## src/hw/cam_pkg.sv

```systemverilog
`default_nettype none

package cam_pkg;

  //////////////////////////////////////////////////
  // query geometry
  //////////////////////////////////////////////////

  // number of variables compared per clause
  localparam int NUM_VARS = 4;

  // bits per variable value
  localparam int VAR_WIDTH = 8;

  typedef logic [VAR_WIDTH-1:0] var_t;

  // one query or one threshold row, variable 0 in the low bits
  typedef var_t [NUM_VARS-1:0] vars_t;

  //////////////////////////////////////////////////
  // clause payload
  //////////////////////////////////////////////////

  localparam int LEAF_WIDTH = 16;

  // leaf values are signed contributions to the tree sum
  typedef logic signed [LEAF_WIDTH-1:0] leaf_t;

  localparam int TREE_ID_WIDTH = 4;

  typedef logic [TREE_ID_WIDTH-1:0] tree_id_t;

  localparam int CLASS_ID_WIDTH = 2;

  typedef logic [CLASS_ID_WIDTH-1:0] class_id_t;

  //////////////////////////////////////////////////
  // command encoding
  //////////////////////////////////////////////////

  // idle means no command on the input this cycle
  typedef enum logic [1:0] {
    MODE_INFER     = 2'd0,
    MODE_WRITE     = 2'd1,
    MODE_DONT_CARE = 2'd2,
    MODE_IDLE      = 2'd3
  } mode_t;

endpackage

`default_nettype wire

```

## src/hw/cam_cmd_if.sv

```systemverilog
`timescale 1ns/1ns
`default_nettype none

// stage-1 command broadcast, one source and many banks
interface cam_cmd_if #(
  parameter int NUM_CLAUSES = 16
);

  // strobes, only meaningful when advance is high
  logic                             cmd_write;
  logic                             cmd_infer;

  // operands of the registered command
  logic [$clog2(NUM_CLAUSES)-1:0]   cmd_clause;
  logic                             cmd_tkind;
  cam_pkg::vars_t                   cmd_vars;
  cam_pkg::leaf_t                   cmd_leaf;
  cam_pkg::tree_id_t                cmd_tree_id;
  cam_pkg::class_id_t               cmd_class_id;

  // sticky per-variable don't-care mask
  logic [cam_pkg::NUM_VARS-1:0]     dont_care;

  // whole pipeline moves on this, driven from the output side
  logic                             advance;

  modport ingress (
    output cmd_write, cmd_infer, cmd_clause, cmd_tkind, cmd_vars,
    output cmd_leaf, cmd_tree_id, cmd_class_id, dont_care,
    input  advance
  );

  modport bank (
    input cmd_write, cmd_infer, cmd_clause, cmd_tkind, cmd_vars,
    input cmd_leaf, cmd_tree_id, cmd_class_id, dont_care,
    input advance
  );

  modport collector (
    input  cmd_infer,
    output advance
  );

endinterface

`default_nettype wire

```

## src/hw/cam_match_if.sv

```systemverilog
`timescale 1ns/1ns
`default_nettype none

// match results of one bank plus the stored payload of each clause
interface cam_match_if #(
  parameter int CLAUSES_PER_BANK = 4
);

  // registered at stage 2, bit k is local clause k
  logic [CLAUSES_PER_BANK-1:0]                    match_lines;

  // payloads straight from bank storage
  cam_pkg::leaf_t     [CLAUSES_PER_BANK-1:0]      leaves;
  cam_pkg::tree_id_t  [CLAUSES_PER_BANK-1:0]      tree_ids;
  cam_pkg::class_id_t [CLAUSES_PER_BANK-1:0]      class_ids;

  modport bank (
    output match_lines,
    output leaves,
    output tree_ids,
    output class_ids
  );

  modport collector (
    input match_lines,
    input leaves,
    input tree_ids,
    input class_ids
  );

endinterface

`default_nettype wire

```

## src/hw/cam_core.sv

```systemverilog
`timescale 1ns/1ns
`default_nettype none

module cam_core #(
  parameter  int NUM_CLAUSES       = 16,
  parameter  int NUM_BANKS         = 4,
  parameter  int BRANCHES_PER_SLOT = 2,
  localparam int NUM_SLOTS         = NUM_CLAUSES / BRANCHES_PER_SLOT
) (
  input  logic                                    clk,
  input  logic                                    rst_3,

  // command input
  input  cam_pkg::mode_t                          i_mode,
  input  logic [$clog2(NUM_CLAUSES)-1:0]          i_clause,
  input  logic [$clog2(cam_pkg::NUM_VARS)-1:0]    i_variable,
  input  logic                                    i_threshold_kind,
  input  cam_pkg::vars_t                          i_vars,
  input  cam_pkg::leaf_t                          i_leaf,
  input  cam_pkg::tree_id_t                       i_tree_id,
  input  cam_pkg::class_id_t                      i_class_id,
  output logic                                    o_ready,

  // result stream
  input  logic                                    i_out_ready,
  output logic                                    o_valid,
  output cam_pkg::leaf_t     [NUM_SLOTS-1:0]      o_leaves,
  output cam_pkg::tree_id_t  [NUM_SLOTS-1:0]      o_tree_ids,
  output cam_pkg::class_id_t [NUM_SLOTS-1:0]      o_class_ids
);

  localparam int CLAUSES_PER_BANK = NUM_CLAUSES / NUM_BANKS;

  cam_cmd_if #(.NUM_CLAUSES(NUM_CLAUSES)) cmd_bus ();

  cam_match_if #(.CLAUSES_PER_BANK(CLAUSES_PER_BANK)) match_bus [NUM_BANKS] ();

  assign o_ready = cmd_bus.advance;

  cam_ingress #(
    .NUM_CLAUSES      (NUM_CLAUSES)
  ) u_ingress (
    .clk              (clk),
    .rst_3            (rst_3),
    .i_mode           (i_mode),
    .i_clause         (i_clause),
    .i_variable       (i_variable),
    .i_threshold_kind (i_threshold_kind),
    .i_vars           (i_vars),
    .i_leaf           (i_leaf),
    .i_tree_id        (i_tree_id),
    .i_class_id       (i_class_id),
    .cmd              (cmd_bus.ingress)
  );

  for (genvar b = 0; b < NUM_BANKS; b++)
  begin : g_bank
    clause_bank #(
      .CLAUSES_PER_BANK (CLAUSES_PER_BANK),
      .BANK_INDEX       (b),
      .NUM_CLAUSES      (NUM_CLAUSES)
    ) u_bank (
      .clk              (clk),
      .rst_3            (rst_3),
      .cmd              (cmd_bus.bank),
      .match            (match_bus[b].bank)
    );
  end

  match_collector #(
    .NUM_CLAUSES       (NUM_CLAUSES),
    .NUM_BANKS         (NUM_BANKS),
    .BRANCHES_PER_SLOT (BRANCHES_PER_SLOT)
  ) u_collector (
    .clk               (clk),
    .rst_3             (rst_3),
    .cmd               (cmd_bus.collector),
    .banks             (match_bus),
    .i_out_ready       (i_out_ready),
    .o_valid           (o_valid),
    .o_leaves          (o_leaves),
    .o_tree_ids        (o_tree_ids),
    .o_class_ids       (o_class_ids)
  );

endmodule

`default_nettype wire

```

## src/hw/cam_ingress.sv

```systemverilog
`timescale 1ns/1ns
`default_nettype none

module cam_ingress #(
  parameter int NUM_CLAUSES = 16
) (
  input  logic                                  clk,
  input  logic                                  rst_3,

  input  cam_pkg::mode_t                        i_mode,
  input  logic [$clog2(NUM_CLAUSES)-1:0]        i_clause,
  input  logic [$clog2(cam_pkg::NUM_VARS)-1:0]  i_variable,
  input  logic                                  i_threshold_kind,
  input  cam_pkg::vars_t                        i_vars,
  input  cam_pkg::leaf_t                        i_leaf,
  input  cam_pkg::tree_id_t                     i_tree_id,
  input  cam_pkg::class_id_t                    i_class_id,

  cam_cmd_if.ingress                            cmd
);

  logic accept;

  // a command is taken whenever the pipeline moves and mode is not idle
  assign accept = cmd.advance && (i_mode != cam_pkg::MODE_IDLE);

  //////////////////////////////////////////////////
  // stage 1 strobes and mask
  //////////////////////////////////////////////////

  always_ff @(posedge clk)
  begin
    if (rst_3)
    begin
      cmd.cmd_write <= 1'b0;
      cmd.cmd_infer <= 1'b0;
      cmd.dont_care <= '0;
    end
    else
    begin
      // idle mode loads zero strobes, so a bubble enters stage 1
      if (cmd.advance)
      begin
        cmd.cmd_write <= (i_mode == cam_pkg::MODE_WRITE);
        cmd.cmd_infer <= (i_mode == cam_pkg::MODE_INFER);
      end

      // once set a variable stays don't-care until reset
      if (accept && (i_mode == cam_pkg::MODE_DONT_CARE))
      begin
        cmd.dont_care[i_variable] <= 1'b1;
      end
    end
  end

  // operands follow the strobes
  always_ff @(posedge clk)
  begin
    if (cmd.advance)
    begin
      cmd.cmd_clause   <= i_clause;
      cmd.cmd_tkind    <= i_threshold_kind;
      cmd.cmd_vars     <= i_vars;
      cmd.cmd_leaf     <= i_leaf;
      cmd.cmd_tree_id  <= i_tree_id;
      cmd.cmd_class_id <= i_class_id;
    end
  end

  //////////////////////////////////////////////////
  // checks
  //////////////////////////////////////////////////

  // one command per stage, a write and a query never share it
  a_one_strobe: assert property (
    @(posedge clk) disable iff (rst_3)
    !(cmd.cmd_write && cmd.cmd_infer)
  );

endmodule

`default_nettype wire

```

## src/hw/clause_bank.sv

```systemverilog
`timescale 1ns/1ns
`default_nettype none

module clause_bank #(
  parameter int CLAUSES_PER_BANK = 4,
  parameter int BANK_INDEX       = 0,
  parameter int NUM_CLAUSES      = 16
) (
  input  logic        clk,
  input  logic        rst_3,

  cam_cmd_if.bank     cmd,
  cam_match_if.bank   match
);

  localparam int CLAUSE_BITS = $clog2(NUM_CLAUSES);
  localparam int BASE        = BANK_INDEX * CLAUSES_PER_BANK;

  // threshold rows and payloads, no reset
  cam_pkg::vars_t       lower_rows  [CLAUSES_PER_BANK];
  cam_pkg::vars_t       higher_rows [CLAUSES_PER_BANK];
  cam_pkg::leaf_t       leaf_mem    [CLAUSES_PER_BANK];
  cam_pkg::tree_id_t    tree_mem    [CLAUSES_PER_BANK];
  cam_pkg::class_id_t   class_mem   [CLAUSES_PER_BANK];

  logic [CLAUSES_PER_BANK-1:0]  enabled;
  logic [CLAUSES_PER_BANK-1:0]  hit;

  //////////////////////////////////////////////////
  // writes at stage 1
  //////////////////////////////////////////////////

  // lower write carries the ids, higher write carries the leaf
  always_ff @(posedge clk)
  begin
    for (int k = 0; k < CLAUSES_PER_BANK; k++)
    begin
      if (cmd.advance && cmd.cmd_write && (cmd.cmd_clause == CLAUSE_BITS'(BASE + k)))
      begin
        if (!cmd.cmd_tkind)
        begin
          lower_rows[k] <= cmd.cmd_vars;
          tree_mem[k]   <= cmd.cmd_tree_id;
          class_mem[k]  <= cmd.cmd_class_id;
        end
        else
        begin
          higher_rows[k] <= cmd.cmd_vars;
          leaf_mem[k]    <= cmd.cmd_leaf;
        end
      end
    end
  end

  // a clause only becomes live with its higher write
  always_ff @(posedge clk)
  begin
    if (rst_3)
    begin
      enabled <= '0;
    end
    else
    begin
      for (int k = 0; k < CLAUSES_PER_BANK; k++)
      begin
        if (cmd.advance && cmd.cmd_write && cmd.cmd_tkind &&
            (cmd.cmd_clause == CLAUSE_BITS'(BASE + k)))
        begin
          enabled[k] <= 1'b1;
        end
      end
    end
  end

  //////////////////////////////////////////////////
  // range compare
  //////////////////////////////////////////////////

  always_comb
  begin
    logic [cam_pkg::NUM_VARS-1:0] in_range;
    for (int k = 0; k < CLAUSES_PER_BANK; k++)
    begin
      for (int j = 0; j < cam_pkg::NUM_VARS; j++)
      begin
        // half-open interval, lower included and higher excluded
        in_range[j] = (cmd.cmd_vars[j] >= lower_rows[k][j]) &&
                      (cmd.cmd_vars[j] <  higher_rows[k][j]);
      end
      hit[k] = &(in_range | cmd.dont_care) && enabled[k];
    end
  end

  // stage 2, lines stay zero for anything but a query
  always_ff @(posedge clk)
  begin
    if (rst_3)
    begin
      match.match_lines <= '0;
    end
    else if (cmd.advance)
    begin
      match.match_lines <= cmd.cmd_infer ? hit : '0;
    end
  end

  always_comb
  begin
    for (int k = 0; k < CLAUSES_PER_BANK; k++)
    begin
      match.leaves[k]    = leaf_mem[k];
      match.tree_ids[k]  = tree_mem[k];
      match.class_ids[k] = class_mem[k];
    end
  end

  // match lines registered earlier must still point at live clauses
  a_match_enabled: assert property (
    @(posedge clk) disable iff (rst_3)
    (match.match_lines & ~enabled) == '0
  );

endmodule

`default_nettype wire

```

## src/hw/match_collector.sv

```systemverilog
`timescale 1ns/1ns
`default_nettype none

module match_collector #(
  parameter  int NUM_CLAUSES       = 16,
  parameter  int NUM_BANKS         = 4,
  parameter  int BRANCHES_PER_SLOT = 2,
  localparam int NUM_SLOTS         = NUM_CLAUSES / BRANCHES_PER_SLOT
) (
  input  logic                                    clk,
  input  logic                                    rst_3,

  cam_cmd_if.collector                            cmd,
  cam_match_if.collector                          banks [NUM_BANKS],

  input  logic                                    i_out_ready,
  output logic                                    o_valid,
  output cam_pkg::leaf_t     [NUM_SLOTS-1:0]      o_leaves,
  output cam_pkg::tree_id_t  [NUM_SLOTS-1:0]      o_tree_ids,
  output cam_pkg::class_id_t [NUM_SLOTS-1:0]      o_class_ids
);

  localparam int CLAUSES_PER_BANK = NUM_CLAUSES / NUM_BANKS;

  logic                   s2_valid;

  // all banks laid out by global clause index
  logic [NUM_CLAUSES-1:0] all_lines;
  cam_pkg::leaf_t         all_leaves  [NUM_CLAUSES];
  cam_pkg::tree_id_t      all_trees   [NUM_CLAUSES];
  cam_pkg::class_id_t     all_classes [NUM_CLAUSES];

  for (genvar b = 0; b < NUM_BANKS; b++)
  begin : g_gather
    for (genvar k = 0; k < CLAUSES_PER_BANK; k++)
    begin : g_clause
      assign all_lines[b*CLAUSES_PER_BANK + k]   = banks[b].match_lines[k];
      assign all_leaves[b*CLAUSES_PER_BANK + k]  = banks[b].leaves[k];
      assign all_trees[b*CLAUSES_PER_BANK + k]   = banks[b].tree_ids[k];
      assign all_classes[b*CLAUSES_PER_BANK + k] = banks[b].class_ids[k];
    end
  end

  // everything upstream freezes while an output is held
  assign cmd.advance = !o_valid || i_out_ready;

  //////////////////////////////////////////////////
  // stage 2 and 3 valid bits
  //////////////////////////////////////////////////

  always_ff @(posedge clk)
  begin
    if (rst_3)
    begin
      s2_valid <= 1'b0;
      o_valid  <= 1'b0;
    end
    else if (cmd.advance)
    begin
      s2_valid <= cmd.cmd_infer;
      o_valid  <= s2_valid;
    end
  end

  // slot fill, later clauses overwrite earlier ones in the same slot
  always_ff @(posedge clk)
  begin
    if (cmd.advance && s2_valid)
    begin
      o_leaves    <= '0;
      o_tree_ids  <= '0;
      o_class_ids <= '0;
      for (int c = 0; c < NUM_CLAUSES; c++)
      begin
        if (all_lines[c])
        begin
          o_leaves[c / BRANCHES_PER_SLOT]    <= all_leaves[c];
          o_tree_ids[c / BRANCHES_PER_SLOT]  <= all_trees[c];
          o_class_ids[c / BRANCHES_PER_SLOT] <= all_classes[c];
        end
      end
    end
  end

  // a result that is not taken must wait unchanged
  a_hold_output: assert property (
    @(posedge clk) disable iff (rst_3)
    (o_valid && !i_out_ready) |=>
      (o_valid && $stable(o_leaves) && $stable(o_tree_ids) && $stable(o_class_ids))
  );

endmodule

`default_nettype wire

```

## config.mk

```make
export PLATFORM = sky130hd
export DESIGN_NAME = cam_core
export DESIGN_NICKNAME = d
export VERILOG_FILES = /design/src/hw/cam_pkg.sv /design/src/hw/cam_cmd_if.sv /design/src/hw/cam_match_if.sv /design/src/hw/cam_core.sv /design/src/hw/cam_ingress.sv /design/src/hw/clause_bank.sv /design/src/hw/match_collector.sv
export SDC_FILE = /design/constraint.sdc
export NUM_CORES = 2
export LEC_CHECK = 0
export ABC_AREA = 1
export ABC_CLOCK_PERIOD_IN_PS = 29200
export BUFFER_PORTS_ARGS = -buffer_cell sky130_fd_sc_hd__buf_2
export CORE_UTILIZATION = 55
export DETAILED_ROUTE_END_ITERATION = 10
export GPL_TIMING_DRIVEN = 0
export PLACE_DENSITY = 0.75
export SYNTH_ARGS = -nofsm -noshare
export SYNTH_HDL_FRONTEND = slang
export SYNTH_SLANG_ARGS = --single-unit
```

## constraint.sdc

```tcl
create_clock -name clk -period 29.2 [get_ports clk]
set_input_delay 8.76 -clock clk [delete_from_list [all_inputs] [get_ports clk]]
set_output_delay 8.76 -clock clk [all_outputs]
set_load 0.02 [all_outputs]
```

* Word level (Yosys, flattened, before mapping) *
Memory sizes are Yosys's and may differ from the RTL's.
Index checks and enable logic that the tools add are counted.

storage, ports and cells
  bits in registers = 275
  memory bits (writable) = 1376
  input bits = 66
  output and inout port bits = 178
  word-level logic and storage cells = 741
  memories kept = 20

operators by class
  order comparisons = 130
  equality and inequality tests = 18
  mux-type cells = 300
  bitwise operators = 17
  reductions and logical operators = 198

memory list
  memory                        words  bits a word  rd ports  clocked after Yosys merged registers in  wr ports  line               source
  g_bank[0].u_bank.higher_rows  4      32           4         0                                        1         clause_bank.sv:21  cam_pkg::vars_t higher_rows [CLAUSES_PER_BANK];
  g_bank[0].u_bank.lower_rows   4      32           4         0                                        1         clause_bank.sv:20  cam_pkg::vars_t lower_rows [CLAUSES_PER_BANK];
  g_bank[1].u_bank.higher_rows  4      32           4         0                                        1         clause_bank.sv:21
  g_bank[1].u_bank.lower_rows   4      32           4         0                                        1         clause_bank.sv:20
  g_bank[2].u_bank.higher_rows  4      32           4         0                                        1         clause_bank.sv:21
  g_bank[2].u_bank.lower_rows   4      32           4         0                                        1         clause_bank.sv:20
  14 more memories              --     --           --        --                                       --        --

operators with widths
  kind                                                                          number
  32-bit 2-to-1 mux                                                             24
  32-bit OR reduction                                                           24
  8-bit >= comparator                                                           64
  8-bit less-than comparator                                                    64
  16-bit 2-to-1 mux                                                             28
  16-bit OR reduction                                                           12
  2-bit 2-to-1 mux                                                              88
  4-bit 2-to-1 mux                                                              32
  1-bit 2-to-1 mux                                                              127
  1-bit logical AND                                                             118
  4-bit bitwise OR                                                              17
  4-bit AND reduction                                                           16
  4-bit OR reduction                                                            12
  4-bit == test, second input constant                                          8
  2-bit OR reduction                                                            12
  4-bit by 3-bit == test with 1-bit output, second input constant               4
  4-bit by 2-bit == test with 1-bit output, second input constant               2
  4-bit by 1-bit == test with 1-bit output, second input constant               1
  4-bit zero test                                                               1
  2-bit by 3-bit less-than comparator with 1-bit output, second input constant  1
  1-bit demux with 2-bit select                                                 1
  2-bit by 1-bit == test with 1-bit output, second input constant               1
  2-bit == test, second input constant                                          1
  2-bit by 1-bit >= comparator with 1-bit output, second input constant         1
  other kinds (4)                                                               4

* Depth between registers and ports, before layout *
  depth after elaboration = 10
  mapped depth = 16

* Cells and area by module *
Synthesis repeated with hierarchy kept, for this count alone.

second synthesis, totals
  cells, all modules = 6913
  area total of the unflattened synthesis = 78916.9 um2

by module, submodules not included
  module                              times used  cells each  area each (um2)
  clause_bank (g_bank[1].u_bank ...)  2           1512        17236.5
  clause_bank (g_bank[3].u_bank)      1           1510        17229.0
  clause_bank (g_bank[0].u_bank)      1           1510        17227.8
  match_collector                     1           774         7970.1
  cam_ingress                         1           95          2016.9

* Worst setup path after synthesis *
No wires, ideal clock.

  path type = input-to-output
  start point = in i_out_ready
  end point = out o_ready
  arrival time = 9.579 ns
  data required time = 20.440 ns
  path slack = 10.861 ns
  stages on the path = 2
  path buffers = 0
  cells stage by stage = nor2_1 -> inv_2

between the ends
  longest elaborated chain between the ends = 1

ends and longest elaborated chain
  what              line                   source
  start, declared   cam_core.sv:25         input logic i_out_ready,
  1-bit logical OR  match_collector.sv:45  assign cmd.advance = !o_valid || i_out_ready;
  end, declared     cam_core.sv:22         output logic o_ready,

No other way between the ends.

* Worst setup path after layout *
Ends and elaborated chain as after synthesis.

==> impl_metrics.ini <==
[run_status]
status = finished, final reports clean

[power]
total_leakage_power_nw = 40.90
fin_total_pwr_mw = 5.000
ir_worst_vdd_uv = 43.92
p_per_area_nw_per_um2 = 54.95

[critical_path]
crit_end = o_ready
r2r_slack_ns = 25.74
cp.depth = 5
critical_path_class = input port to output pin
cp-start-kind = input port
cp_top_family = buffers and inverters
startpoint = i_out_ready
cp_data_required_time_ns = 20.44
cp_slowest_cell = nor2_1
critPathMaxFanout = 43
reg2regPathDepth = 7
path_cells = buf_2, nor2_1, inv_4, buf_16, buf_2
cp-end-kind = output pin
critPathBufInv = 4
r2r-end = g_bank[0].u_bank.lower_rows[1][22]$_DFFE_PP_
max_stage_delay_ns = 0.54
r2r_start = u_collector.o_valid$_SDFFE_PP0N_
crit_arrival_ns = 10.37
crit_top_cell = buf_2

[placed_design]
gp_congestion = 0.8495
hpwl_mm = 128.8
io_buffers = 242
placed_area_sq_um = 85700

[finish]
fin_area_sq_um = 90990
n_fill_cell = 9923
syn_to_final_growth_pct = 15.50
fin_nets = 8492
drive_above_1_share_pct = 8.927

[synth]
synth_simple_gate_area_share_pct = 11.98
yosysTopAreaCellShare_pct = 61.41
yosysWarnings = 0
synth_seq_cells = 1651
netlist_instances = 6924
synth_area_sq_um = 78780
ys_types = 23
syn_nets = 7950
synthXorXnorAreaFrac_pct = 0
muxShareOfSynthArea_pct = 0
synth_top_family_by_area = adder cells
synthTopCellsByArea = edfxtp_1, ha_1, nand2_1
synth_compound_area_share_pct = 3.421
netlist.top_cell.by_area = edfxtp_1
avgSynthCellArea_sq_um = 11.38
synth-seq-area-share_pct = 62.43
synth_fa_ha_area_share_pct = 15.25

[sta]
rsz0062_at_grt = false
fin_tns_setup_ns = 0
finalSetupViolations = 0
hold_viol = 0
worst_pin_slew_ns = 1.029
slew_headroom_pct = 31.21
fin_crit_ns = 19.13
slew_violations = 0
finalCritPeriodShare_pct = 65.52
fin_skew_ns = 0.04628
hold_ws_ns = 0.4692
fmax_mhz = 52.27

[drt]
vias = 50640
routed_wl_mm = 184.4
drc = 0
avgViaCountPerCell = 5.331
routedWlPerCell_um = 19.42
antenna_left = 0
first_pass_iters = 6
drt-initial-drc-count = 4130

[floorplanning]
core_area_sq_um = 141800
initial_core_util_pct = 55.57
die-area_sq_um = 144800
fp.dieH_um = 380.5
io_pins = 244
die_w_um = 380.5
num_rows = 138

[clock_network]
cts_buffer_depth = 3
cts_tree = built
postCtsResizedCells = 0
cts_root_buf = clkbuf_16
hold_buffers = 0
cts_setup_buffers = 0
clkTransAtPathRegs_ns = 0.06
cts_htree_levels = 4
cts.sink_count = 1651
numCtsBuffers = 168
clk_latency_ns = 0.82

[grt]
grt_pass1_wl_mm = 282.3
overflow = 0
grt_max_degree = 44
gr-usage-all-layers_pct = 25.62
antenna_found_initial = 7
grt_pass1_vias = 51770

[worst_hold_path]
hp-class = register to register

[job]
drv_cap = 0
## metrics by stage
step | util (%) | std cells | setup WS, ns
3_3_place_gp | 58.09 | 9056 | 8.110
6_report | 64.19 | 9499 | 10.07
4_1_cts | 64.14 | 9494 | 10.13
3_5_place_dp | 60.45 | 9184 | 10.14
2_1_floorplan | - | 6924 | 10.86
5_1_grt | 64.18 | 9496 | 10.05
## synth_stat cells
library cell	n
nand2_1	1755
edfxtp_1	1611
inv_1	1362
ha_1	960
nor2_1	350
a21oi_1	334
nand3_1	279
o21a_1	126
clkbuf_1	52
dfxtp_1	40
nand2_2	18
a21oi_2	8
inv_2	7
buf_2	5
clkinv_1	4
buf_1	2
buf_12	2
buf_4	2
buf_6	2
nor3_1	2
a21o_1	1
nand3b_1	1
nand4_1	1
## how the worst min path moves through the flow
| stage | start | to | cells after the start |
|---|---|---|---|
| floorplan | g_bank[0].u_bank.enabled[0]$_SDFFE_PP0P_ | g_bank[0].u_bank.enabled[0]$_SDFFE_PP0P_ | 2 |
| global placement | g_bank[2].u_bank.enabled[2]$_SDFFE_PP0P_ | g_bank[2].u_bank.enabled[2]$_SDFFE_PP0P_ | 2 |
| detailed placement | g_bank[2].u_bank.enabled[2]$_SDFFE_PP0P_ | g_bank[2].u_bank.enabled[2]$_SDFFE_PP0P_ | 2 |
| CTS | g_bank[2].u_bank.enabled[2]$_SDFFE_PP0P_ | g_bank[2].u_bank.enabled[2]$_SDFFE_PP0P_ | 2 |
| global route | u_collector.s2_valid$_SDFFE_PP0N_ | u_collector.s2_valid$_SDFFE_PP0N_ | 2 |
| finish | g_bank[2].u_bank.enabled[1]$_SDFFE_PP0P_ | g_bank[2].u_bank.enabled[1]$_SDFFE_PP0P_ | 2 |
## flip-flops by register name, summed over array words and instances (netlist names)
name / flops
u_ingress.cmd.cmd_infer: 1
u_collector.s2_valid: 1
u_ingress.cmd.cmd_tkind: 1
g_bank.u_bank.leaf_mem: 256
u_collector.o_valid: 1
u_collector.o_leaves: 128
u_ingress.cmd.cmd_class_id: 2
u_ingress.cmd.cmd_clause: 4
g_bank.u_bank.class_mem: 32
u_collector.o_tree_ids: 32
g_bank.u_bank.lower_rows: 512
u_ingress.cmd.cmd_tree_id: 4
g_bank.u_bank.enabled: 16
g_bank.u_bank.tree_mem: 64
u_collector.o_class_ids: 16
g_bank.u_bank.higher_rows: 512
u_ingress.cmd.dont_care: 4
u_ingress.cmd.cmd_write: 1
g_bank.u_bank.match.match_lines: 16
u_ingress.cmd.cmd_leaf: 16
u_ingress.cmd.cmd_vars: 32
## where the power goes
part	total [mW]	internal [mW]	switching, mW
combinational	0.312	0.124	0.188
sequential	2.65	2.61	0.0314
clock	2.04	1.13	0.912
total	5.00	3.87	1.13
## logic make-up after synthesis
kind of cell | Yosys count
adders and majority gates | 960
DFF | 1651
buffers and inverters | 1438
AOI/OAI and AO/OA | 469
and+or+nand+nor | 2406
## worst register-to-register path, delay by kind of cell, from the launching register on
kind	cells	cell delay, ns
buffers and inverters	4	1.24
DFF	1	0.31
and+or+nand+nor	3	1.54
## layer usage
metal	global-route usage [%]	routed length, um	vias up
met5	0	55	-
met4	13.55	9729	8
met3	4.938	14870	454
met2	42.61	87820	1776
met1	31.72	71950	24360
li1	-	-	24050
## layout by cell type, fill, tap and decap left out, drive strengths merged
| cell type | n |
|---|---|
| a21o | 1 |
| a21oi | 342 |
| buf | 385 |
| bufinv | 5 |
| clkbuf | 270 |
| clkinv | 82 |
| clkinvlp | 4 |
| dfxtp | 40 |
| diode | 3 |
| edfxtp | 1611 |
| ha | 960 |
| inv | 1374 |
| nand2 | 1773 |
| nand3 | 279 |
| nand3b | 1 |
| nand4 | 1 |
| nor2 | 350 |
| nor3 | 2 |
| o21a | 126 |
## cell type report
class | instances | area, sq um | area share [%]
Tap cell | 1890 | 2365 | 2.599
Sequential cell | 1651 | 49180 | 54.05
Clock buffer | 218 | 4453 | 4.894
Antenna cell | 3 | 7.507 | 0.008251
Buffer | 65 | 305.3 | 0.3355
Clock inverter | 92 | 774.5 | 0.8512
Multi-Input combinational cell | 3835 | 24390 | 26.80
Inverter | 1373 | 5156 | 5.667
Timing Repair Buffer | 372 | 4362 | 4.794
Note: power is estimated with default switching activity, not from simulation.
